File: src/design/dac_pkg.sv
`default_nettype none

package dac_pkg;

	////////////////////////////////////////////////////////////
	// Levels
	////////////////////////////////////////////////////////////

	// One DAC code, 12 bits
	typedef logic [11:0] level_t;

	// Full scale
	localparam level_t LEVEL_MAX = 12'd4095;

	////////////////////////////////////////////////////////////
	// DAC command and address fields
	////////////////////////////////////////////////////////////

	typedef enum logic [3:0] {
		CMD_WRITE        = 4'd0,
		CMD_UPDATE       = 4'd1,
		CMD_WRITE_UPDATE = 4'd3,
		CMD_POWER_DOWN   = 4'd4
	} dac_cmd_e;

	typedef enum logic [3:0] {
		ADDR_A   = 4'd0,
		ADDR_B   = 4'd1,
		ADDR_C   = 4'd2,
		ADDR_D   = 4'd3,
		ADDR_ALL = 4'd15
	} dac_addr_e;

	// SPI frame, MSB goes out first
	typedef struct packed {
		logic [7:0] pad_hi;
		dac_cmd_e   cmd;
		dac_addr_e  addr;
		level_t     level;
		logic [3:0] pad_lo;
	} dac_frame_t;

	// One-cycle press strobes
	typedef struct packed {
		logic less;
		logic more;
	} btn_strobe_t;

endpackage

`default_nettype wire

File: src/design/button_strobe.sv
`timescale 1ns/10ps
`default_nettype none

module button_strobe
	import dac_pkg::*;
(
	input  wire         CLK50MHZ,
	input  wire         RST,
	input  wire         less,
	input  wire         more,
	output btn_strobe_t btn
);

	// Bit 1 is less, bit 0 is more
	logic [1:0] sync_a;
	logic [1:0] sync_b;
	logic [1:0] prev;
	logic [1:0] rise;

	// Low to high on the synchronized inputs
	assign rise = sync_b & ~prev;

	always_ff @(posedge CLK50MHZ) begin
		if (RST) begin
			sync_a   <= 2'b00;
			sync_b   <= 2'b00;
			prev     <= 2'b00;
			btn.less <= 1'b0;
			btn.more <= 1'b0;
		end else begin
			// Two flops against metastability
			sync_a <= {less, more};
			sync_b <= sync_a;
			prev   <= sync_b;
			// Less beats more on a tie
			btn.less <= rise[1];
			btn.more <= rise[0] & ~rise[1];
		end
	end

endmodule

`default_nettype wire

File: src/design/dac_level_ctrl.sv
`timescale 1ns/10ps
`default_nettype none

module dac_level_ctrl
	import dac_pkg::*;
#(
	parameter int STEP = 32
) (
	input  wire         CLK50MHZ,
	input  wire         RST,
	input  btn_strobe_t btn,
	input  wire  [3:0]  sw,
	input  wire         busy,
	input  wire         done,
	input  wire  [31:0] rx_word,
	output dac_frame_t  frame,
	output logic        start,
	output logic [7:0]  led
);

	// One extra bit so the upward sum can exceed full scale
	localparam logic [12:0] STEP_W = 13'(STEP);

	level_t      level;
	level_t      level_next;
	logic [12:0] level_up;
	logic [7:0]  step_cnt;
	logic [7:0]  cnt_next;
	logic        pending;
	logic        strobe;
	logic        ready;
	logic        launch;
	logic [7:0]  rb_byte;

	////////////////////////////////////////////////////////////
	// Level step and clamp
	////////////////////////////////////////////////////////////

	always_comb begin
		level_up   = {1'b0, level} + STEP_W;
		level_next = level;
		cnt_next   = step_cnt;
		if (btn.less) begin
			if ({1'b0, level} >= STEP_W) begin
				level_next = level - STEP_W[11:0];
				cnt_next   = step_cnt - 8'd1;
			end else begin
				// Clamped at bottom, count untouched
				level_next = '0;
			end
		end else if (btn.more) begin
			if (level_up <= {1'b0, LEVEL_MAX}) begin
				level_next = level_up[11:0];
				cnt_next   = step_cnt + 8'd1;
			end else begin
				level_next = LEVEL_MAX;
			end
		end
	end

	////////////////////////////////////////////////////////////
	// Frame requests
	////////////////////////////////////////////////////////////

	assign strobe = btn.less | btn.more;
	// Link free, or finishing this very cycle
	assign ready  = (~busy & ~start) | done;
	assign launch = (strobe | pending) & ready;

	always_ff @(posedge CLK50MHZ) begin
		if (RST) begin
			level    <= '0;
			step_cnt <= 8'd0;
			pending  <= 1'b0;
			start    <= 1'b0;
		end else begin
			level    <= level_next;
			step_cnt <= cnt_next;
			start    <= launch;
			// Presses during a transfer merge into one frame
			if (launch)
				pending <= 1'b0;
			else if (strobe)
				pending <= 1'b1;
		end
	end

	// Held until the next launch, so stable through the transfer
	always_ff @(posedge CLK50MHZ) begin
		if (launch) begin
			frame.pad_hi <= 8'h00;
			frame.cmd    <= CMD_WRITE_UPDATE;
			frame.addr   <= ADDR_ALL;
			frame.level  <= level_next;
			frame.pad_lo <= 4'h0;
		end
	end

	////////////////////////////////////////////////////////////
	// LEDs
	////////////////////////////////////////////////////////////

	always_ff @(posedge CLK50MHZ) begin
		if (RST) begin
			rb_byte <= 8'h00;
		end else begin
			case (sw)
				4'b1000: rb_byte <= rx_word[31:24];
				4'b0100: rb_byte <= rx_word[23:16];
				4'b0010: rb_byte <= rx_word[15:8];
				4'b0001: rb_byte <= rx_word[7:0];
				// Not one-hot, keep last byte
				default: rb_byte <= rb_byte;
			endcase
		end
	end

	assign led = (sw == 4'b0000) ? step_cnt : rb_byte;

endmodule

`default_nettype wire

File: src/design/dac_spi_link.sv
`timescale 1ns/10ps
`default_nettype none

module dac_spi_link
	import dac_pkg::*;
#(
	parameter int SCK_DIV = 2
) (
	input  wire         CLK50MHZ,
	input  wire         RST,
	input  dac_frame_t  frame,
	input  wire         start,
	output logic        busy,
	output logic        done,
	output logic [31:0] rx_word,
	output logic        spi_sck,
	output logic        spi_mosi,
	output logic        spi_cs_n,
	input  wire         spi_miso
);

	// Wide enough for SCK_DIV of 1 as well
	localparam int DIV_W = $clog2(SCK_DIV + 1);
	localparam logic [DIV_W-1:0] DIV_LAST = DIV_W'(SCK_DIV - 1);

	typedef enum logic [1:0] {
		ST_IDLE,
		ST_SHIFT,
		ST_FINISH
	} state_e;

	state_e           state;
	logic [DIV_W-1:0] div_cnt;
	logic [4:0]       bit_cnt;
	logic [31:0]      tx_sr;
	logic [31:0]      rx_sr;

	// Top bit always on the wire
	assign spi_mosi = tx_sr[31];

	////////////////////////////////////////////////////////////
	// Control FSM
	////////////////////////////////////////////////////////////

	always_ff @(posedge CLK50MHZ) begin
		if (RST) begin
			state    <= ST_IDLE;
			div_cnt  <= '0;
			bit_cnt  <= 5'd0;
			busy     <= 1'b0;
			done     <= 1'b0;
			spi_sck  <= 1'b0;
			spi_cs_n <= 1'b1;
			rx_word  <= 32'h0;
		end else begin
			done <= 1'b0;
			case (state)
				ST_IDLE: begin
					busy <= start;
					if (start) begin
						state    <= ST_SHIFT;
						spi_cs_n <= 1'b0;
						div_cnt  <= '0;
						bit_cnt  <= 5'd0;
					end
				end
				ST_SHIFT: begin
					if (div_cnt == DIV_LAST) begin
						div_cnt <= '0;
						spi_sck <= ~spi_sck;
						// Falling SCK ends a bit
						if (spi_sck && bit_cnt == 5'd31) begin
							state    <= ST_FINISH;
							spi_cs_n <= 1'b1;
						end else if (spi_sck) begin
							bit_cnt <= bit_cnt + 5'd1;
						end
					end else begin
						div_cnt <= div_cnt + 1'b1;
					end
				end
				ST_FINISH: begin
					// One cycle after CS release
					done    <= 1'b1;
					rx_word <= rx_sr;
					state   <= ST_IDLE;
				end
				default: state <= ST_IDLE;
			endcase
		end
	end

	////////////////////////////////////////////////////////////
	// Shift registers
	////////////////////////////////////////////////////////////

	always_ff @(posedge CLK50MHZ) begin
		if (state == ST_IDLE && start) begin
			tx_sr <= frame;
		end else if (state == ST_SHIFT && div_cnt == DIV_LAST) begin
			if (!spi_sck)
				rx_sr <= {rx_sr[30:0], spi_miso};  // SCK about to rise
			else
				tx_sr <= {tx_sr[30:0], 1'b0};       // next bit while SCK low
		end
	end

endmodule

`default_nettype wire

File: src/design/dac_top.sv
`timescale 1ns/10ps
`default_nettype none

module dac_top
	import dac_pkg::*;
#(
	parameter int STEP    = 32,
	parameter int SCK_DIV = 2
) (
	input  wire        CLK50MHZ,
	input  wire        RST,
	input  wire        less,
	input  wire        more,
	input  wire  [3:0] sw,
	input  wire        spi_miso,
	output logic       spi_sck,
	output logic       spi_mosi,
	output logic       spi_cs_n,
	output logic [7:0] led
);

	btn_strobe_t btn;
	dac_frame_t  frame;
	logic        start;
	logic        busy;
	logic        done;
	logic [31:0] rx_word;

	// Raw buttons to press strobes
	button_strobe btn_i (
		.CLK50MHZ (CLK50MHZ),
		.RST      (RST),
		.less     (less),
		.more     (more),
		.btn      (btn)
	);

	// Level, step count and LEDs
	dac_level_ctrl #(
		.STEP (STEP)
	) ctrl_i (
		.CLK50MHZ (CLK50MHZ),
		.RST      (RST),
		.btn      (btn),
		.sw       (sw),
		.busy     (busy),
		.done     (done),
		.rx_word  (rx_word),
		.frame    (frame),
		.start    (start),
		.led      (led)
	);

	// Serial link to the DAC
	dac_spi_link #(
		.SCK_DIV (SCK_DIV)
	) spi_i (
		.CLK50MHZ (CLK50MHZ),
		.RST      (RST),
		.frame    (frame),
		.start    (start),
		.busy     (busy),
		.done     (done),
		.rx_word  (rx_word),
		.spi_sck  (spi_sck),
		.spi_mosi (spi_mosi),
		.spi_cs_n (spi_cs_n),
		.spi_miso (spi_miso)
	);

endmodule

`default_nettype wire

File: config.mk
export PLATFORM = sky130hd
export DESIGN_NAME = dac_top
export DESIGN_NICKNAME = d
export VERILOG_FILES = /design/src/design/dac_pkg.sv /design/src/design/button_strobe.sv /design/src/design/dac_level_ctrl.sv /design/src/design/dac_spi_link.sv /design/src/design/dac_top.sv
export SDC_FILE = /design/constraint.sdc
export NUM_CORES = 1
export LEC_CHECK = 0
export ABC_AREA = 1
export BUFFER_PORTS_ARGS = -buffer_cell sky130_fd_sc_hd__clkbuf_2
export CAP_MARGIN = 20
export CORE_MARGIN = 2
export CORE_UTILIZATION = 40
export CTS_CLUSTER_DIAMETER = 150
export CTS_CLUSTER_SIZE = 10
export DETAILED_ROUTE_END_ITERATION = 10
export GPL_TIMING_DRIVEN = 0
export PLACE_DENSITY = 0.59
export SLEW_MARGIN = 20
export SYNTH_ARGS = -nofsm -noshare
export SYNTH_HDL_FRONTEND = slang
export SYNTH_SLANG_ARGS = --single-unit
File: constraint.sdc
create_clock -name CLK50MHZ -period 3.8 [get_ports CLK50MHZ]
set_input_delay 1.14 -clock CLK50MHZ [delete_from_list [all_inputs] [get_ports CLK50MHZ]]
set_output_delay 1.14 -clock CLK50MHZ [all_outputs]
set_load 0.01 [all_outputs]
Yosys cells after proc, flatten, opt, wreduce, memory -nomap -nowiden
Cells that the tools add are included.
{"block": "classes", "add_sub_neg": 6, "order_cmp": 2, "eq_ne": 14, "mux": 30, "bitwise": 13, "reduce_logical": 20}
{"operator": "2-to-1 mux 32 bit", "count": 2}
{"operator": "2-to-1 mux 12 bit", "count": 4}
{"operator": "2-to-1 mux 8 bit", "count": 5}
{"operator": "one-hot mux 8 bit (4 select lines)", "count": 1}
{"operator": "2-to-1 mux 5 bit", "count": 4}
{"operator": "2-to-1 mux 16 bit", "count": 1}
{"operator": "adder 12 x 6 -> 13 bit (second input constant)", "count": 1}
{"operator": "less-or-equal comparator 13 x 12 -> 1 bit (second input constant)", "count": 1}
{"operator": ">= comparator 12 x 6 -> 1 bit (second input constant)", "count": 1}
{"operator": "subtractor 12 x 6 -> 12 bit (second input constant)", "count": 1}
{"operator": "2-to-1 mux 2 bit", "count": 5}
{"operator": "one-hot mux 5 bit (2 select lines)", "count": 1}
{"operator": "nonzero test 2 bit", "count": 5}
{"operator": "AND reduction 3 bit", "count": 3}
{"operator": "adder 8 x 1 -> 8 bit (second input constant)", "count": 1}
{"operator": "one-hot mux 2 bit (2 select lines)", "count": 2}
{"operator": "subtractor 8 x 1 -> 8 bit (second input constant)", "count": 1}
{"operator": "!= test 2 x 1 -> 1 bit (second input constant)", "count": 3}
{"operator": "!= test 2 bit (second input constant)", "count": 3}
{"operator": "AND reduction 2 bit", "count": 3}
{"operator": "adder 5 x 1 -> 5 bit (second input constant)", "count": 1}
{"operator": "== test 5 bit (second input constant)", "count": 1}
{"operator": "inverter 1 bit", "count": 5}
{"operator": "AND reduction 5 bit", "count": 1}
{"operator": "19 further kinds", "count": 29}
{"block": "totals", "register_bits": 159, "input_bits": 9, "output_inout_bits": 11, "word_cells": 107}

Depth between registers and ports, before layout
{"block": "logic_depth", "ltp_word": 5, "mapped_depth": 13, "depth_no_buf": 13}

Modules after synthesis
A second synthesis with hierarchy kept.
{"block": "unflattened", "hier_cells": 802, "hier_area_um2": 7070.5}
{"mod": "dac_spi_link", "instances": 1, "cells_each": 398, "area_each_um2": 4065.1, "seq_area_each_um2": 2822.7}
{"mod": "dac_level_ctrl", "instances": 1, "cells_each": 377, "area_each_um2": 2751.4, "seq_area_each_um2": 960.9}
{"mod": "button_strobe", "instances": 1, "cells_each": 27, "area_each_um2": 254.0, "seq_area_each_um2": 160.2}

Worst setup path after synthesis
Ideal clock, no wire load.
{"block": "synth_timing", "path_kind": "flip-flop to flip-flop", "start": "reg spi_i.state[0]", "end": "reg spi_i.tx_sr[10] (enable)", "setup_ps": 452, "t_arrival_ps": 2720, "required_ps": 3348, "path_slack_ps": 628, "stages_incl_launch_ff": 5, "path_buffers": 0, "period_less_slack_ps": 3172, "cell_sequence": "dfxtp_1 inv_1 nor2_1 nand2_1 o21ai_0"}
{"block": "synth_via", "elab_chain_len": 4, "elab_cells_between_ends": 7, "cone_classes": "1 x eq/ne; 6 x reduce/logical"}
{"element": "start, declared", "line": "dac_spi_link.sv:32", "source": "state_e state;"}
{"element": "start signal, assigned", "line": "dac_spi_link.sv:47", "source": "state <= ST_IDLE;"}
{"element": "start signal, assigned", "line": "dac_spi_link.sv:61", "source": "state <= ST_SHIFT;"}
{"element": "start signal, assigned", "line": "dac_spi_link.sv:73", "source": "state <= ST_FINISH;"}
{"element": "== test 2 x 1 -> 1 bit or logical NOT 2 bit (tied branches)", "line": "dac_spi_link.sv:100, dac_spi_link.sv:98"}
{"element": "logical AND 1 bit (on tied branches)", "line": "dac_spi_link.sv:100, dac_spi_link.sv:98"}
{"element": "nonzero test 2 bit (no line)"}
{"element": "AND reduction 2 bit (no line) (*)"}
{"element": "end signal, assigned", "line": "dac_spi_link.sv:99", "source": "tx_sr <= frame;"}
{"element": "end signal, assigned", "line": "dac_spi_link.sv:104", "source": "tx_sr <= {tx_sr[30:0], 1'b0};"}
{"element": "end, declared", "line": "dac_spi_link.sv:35", "source": "logic [31:0] tx_sr;"}
Every way passes the cells marked *; elsewhere a longest branch is shown, timed or not.
A chain may end at the register's enable or synchronous reset.

Final worst setup path
{"block": "layout_timing", "start": "in sw[1]", "end": "out led[5]"}
{"block": "layout_via", "elab_chain_len": 2}
{"element": "start, declared", "line": "dac_top.sv:14", "source": "input wire [3:0] sw,"}
{"element": "logical NOT 4 bit", "line": "dac_level_ctrl.sv:118", "source": "assign led = (sw == 4'b0000) ? step_cnt : rb_byte;"}
{"element": "2-to-1 mux 8 bit", "line": "dac_level_ctrl.sv:118"}
{"element": "end, declared", "line": "dac_top.sv:19", "source": "output logic [7:0] led"}
Every way passes these cells.

==> metrics.md <==
| Metric | Value |
|---|---|
| Worst reg2reg path depth | 3 |
| Cells along the critical path | clkbuf_2 > inv_1 > nand3_1 > clkbuf_1 > mux2_2 > clkbuf_2 |
| Initial antenna violation count | 0 |
| Synth Warn # | 0 |
| Type of origin of the critical path | primary input |
| Vias | 4,637 |
| Starting density of the core | 41.0% |
| Min-delay src | btn_i.prev[0]$_SDFF_PP0_ |
| DRC viols | 0 |
| Root Driver | clkbuf_16 |
| Combinational share of power | 8.5% |
| Seq pwr share | 48.5% |
| Share of layout cells above drive strength 1 | 12.8% |
| Final Hold Fails | 0 |
| Die width | 132 um |
| Final Max Tran Viols | 0 |
| Most used cell along the critical path | clkbuf_2 |
| Gr usage total | 15.3% |
| Instance count of the mapped netlist | 697 |
| Row cnt | 46 |
| Critical Path End Type | output pin |
| Internal | 2.84 mW |
| Hold Path End | btn_i.btn[0]$_SDFF_PP0_ |
| Max-Cap Viols | 0 |
| Port Buffer Count | 18 |
| Pre-CTS setup slack | 0.375 ns |
| Worst-Skew Late Latency | 0.43 ns |
| Most common cell after layout, fill and taps aside | nand2_1 |
| Crit-path leading delay family | buffers and inverters |
| Crit path largest cell delay | 0.38 ns |
| NetSw | 1.04 mW |
| Switching Fraction | 26.9% |
| Final setup viols | 0 |
| NumNets Final | 757 |
| Fin crit period | 3.41 ns |
| Buf+Inv Stages, Crit Path | 4 |
| Placed insts | 933 |
| Max Fclk | 293 MHz |
| Seq/Total Area, Yosys | 58.7% |
| Clock skew | 0.00981 ns |
| Avg Synthesized Cell Area | 9.35 um^2 |
| Synth Register Bits | 155 |
| Critical-path top delay cell | mux2_2 |
| Cell accounting for the most synthesized area | edfxtp_1 |
| Tcrit/Tclk final | 89.8% |
| Drt wl/cell | 13.2 um |
| PwrDens | 516 nW/um^2 |
| Pre-antenna DRT Iters | 4 |
| Die Y | 132 um |
| Synthesized Nets | 718 |
| H-tree levels | 4 |
| Peak VDD IR | 0.000313 V |
| First-pass GRT wire length | 21,100 um |
| Tot Pwr | 3.89 mW |
| Commonest non-fill, non-tap cells in the layout | nand2_1, dfxtp_1, inv_1, a21oi_1, nor2_1 |
| Floorplan Core Area | 15,900 um^2 |
| # hold bufs at CTS | 0 |
| Reg2reg setup slack | 1.43 ns |
| Via density | 4.81 |
| Post_cts resized | 0 |
| Pin count of the biggest net entering global routing | 29 |
| Reg-to-Reg End | ctrl_i.frame[11]$_DFFE_PP_ |
| Hold Path Stages | 1 |
| Initial DRC Count | 305 |
| Final std cells w/o fill | 965 |
| Setup Fix Bufs, Post-CTS | 0 |
| Ant diodes | 0 |
| DP Wirelength | 9080 um |
| Worst Hold Class | reg -> reg |
| Clock Path Buffers | 2 |
| Actual slew at the worst max-slew pin | 0.966 ns |
| Congestion Overflow GR | 0 |
| WP data arrival | 2.27 ns |
| Status | finished, final reports clean |
| Static leakage | 3.05 nW |
| Placer Congestion | 0.849 |
| Mapped Area | 6520 um^2 |
| RSZ-0062 raised after global routing | false |
| Worst flop-to-flop path startpoint | btn_i.btn[1]$_SDFF_PP0_ |
| CP required | 2.66 ns |
| Slew margin rel. | 35.4% |
| Num CTS Buffers | 17 |
| Die area | 17,300 um^2 |
| Worst Slack Setup Final | 0.389 ns |
| Crit path kind | in -> out |
| Vias in the first global route | 4,394 |
| Synth area leaders | edfxtp_1, dfxtp_1, nand2_1 |
| Crit-path max FO | 10 |
| Yosys cell types | 44 |
| CTS clk-pin slew, worst paths | 0.06 ns |
| Setup tns final | 0 ns |
| I/O pin count | 20 |
| Drt total wl | 12,700 um |
| CTS tree | yes |
| Clock Power Share | 43.1% |
| Final Util | 47.4% |
| Area Growth Syn to Fin | 15.6% |
| Sink Count | 155 |
| Top cell type's share of synthesized area | 33.2% |
| Antenna viol nets, final | 0 |
==> cell usage after synthesis (all sizes together) <==
| cell | n |
|---|---|
| nor3b | 2 |
| nand4 | 7 |
| clkbuf | 16 |
| o31ai | 1 |
| mux2i | 2 |
| a21oi | 78 |
| buf | 9 |
| or2 | 9 |
| clkinv | 2 |
| xor2 | 7 |
| xnor2 | 3 |
| o22ai | 8 |
| nand3b | 1 |
| o21ai | 56 |
| nor3 | 13 |
| a21o | 1 |
| a211oi | 1 |
| mux2 | 4 |
| a31oi | 2 |
| ha | 11 |
| fa | 1 |
| dfxtp | 83 |
| o21bai | 1 |
| nor2 | 83 |
| inv | 84 |
| nand2 | 115 |
| o211ai | 1 |
| nand3 | 24 |
| edfxtp | 72 |
==> power groups by stage <==
stage	clock network, mW	registers (mW)	logic [mW]
floorplan	0	1.91	0.244
finish	1.67	1.88	0.330
detailed placement	0	1.92	0.330
CTS	1.71	1.88	0.331
global placement	0	1.92	0.314
global route	1.79	1.89	0.376
==> routing by layer <==
metal	GRT usage (%)	wire, um	share of wire (%)
met1	20.0	6120	48
met2	23.7	5990	47
met3	4.40	451	3.5
met4	6.28	148	1.2
met5	0	0	0
==> state kept, by name, summed over array words and instances (netlist names), 5 cells and up <==
register and cells:
ctrl_i.frame 12, ctrl_i.step_cnt 8, ctrl_i.rb_byte 8, spi_i.rx_word 32, ctrl_i.level 12, spi_i.rx_sr 32
spi_i.bit_cnt 5, spi_i.tx_sr 28
==> final cells by class <==
class	instances	area (um^2)
Fill cell	1520	8360
Sequential cell	155	3820
Multi-Input combinational cell	431	2250
Clock buffer	17	425
Inverter	86	323
Tap cell	216	270
Clock inverter	15	174
Buffer	25	135
Timing Repair Buffer	20	125
==> kinds of logic (layout without fill, tap and decap cells) <==
kind of cell | Yosys count | in the layout | synth area share (%)
simple gates | 254 | 254 | 17.6
flops | 155 | 155 | 58.7
compound gates | 149 | 149 | 11.9
buf+inv | 111 | 163 | 7.03
fa+ha+maj | 12 | 12 | 2.42
xor+xnor | 10 | 10 | 1.34
mux | 6 | 6 | 0.998
==> stage by stage <==
| stage | hold WS, ns | cell area [um^2] |
|---|---|---|
| final | 0.394 | 7530 |
| after CTS | 0.402 | 7530 |
| after floorplan | 0.368 | 6520 |
| after global placement | 0.372 | 6880 |
| after global routing | 0.405 | 7530 |
| after detailed placement | 0.386 | 6930 |
==> how the worst max path moves through the flow <==
stage | from | endpoint | slack, ns | cells after the start
finish | sw[1] | led[5] | 0.39 | 6
global route | sw[1] | led[5] | 0.27 | 6
CTS | sw[1] | led[5] | 0.37 | 6
detailed placement | sw[1] | led[5] | 0.37 | 6
global placement | spi_i.state[0]$_SDFFE_PP0P_ | spi_i.tx_sr[31]$_SDFFCE_PP0P_ | -0.01 | 4
floorplan | spi_i.state[0]$_SDFFE_PP0P_ | spi_i.tx_sr[10]$_DFFE_PP_ | 0.63 | 4
No activity file was read; power rests on OpenSTA's default activity.
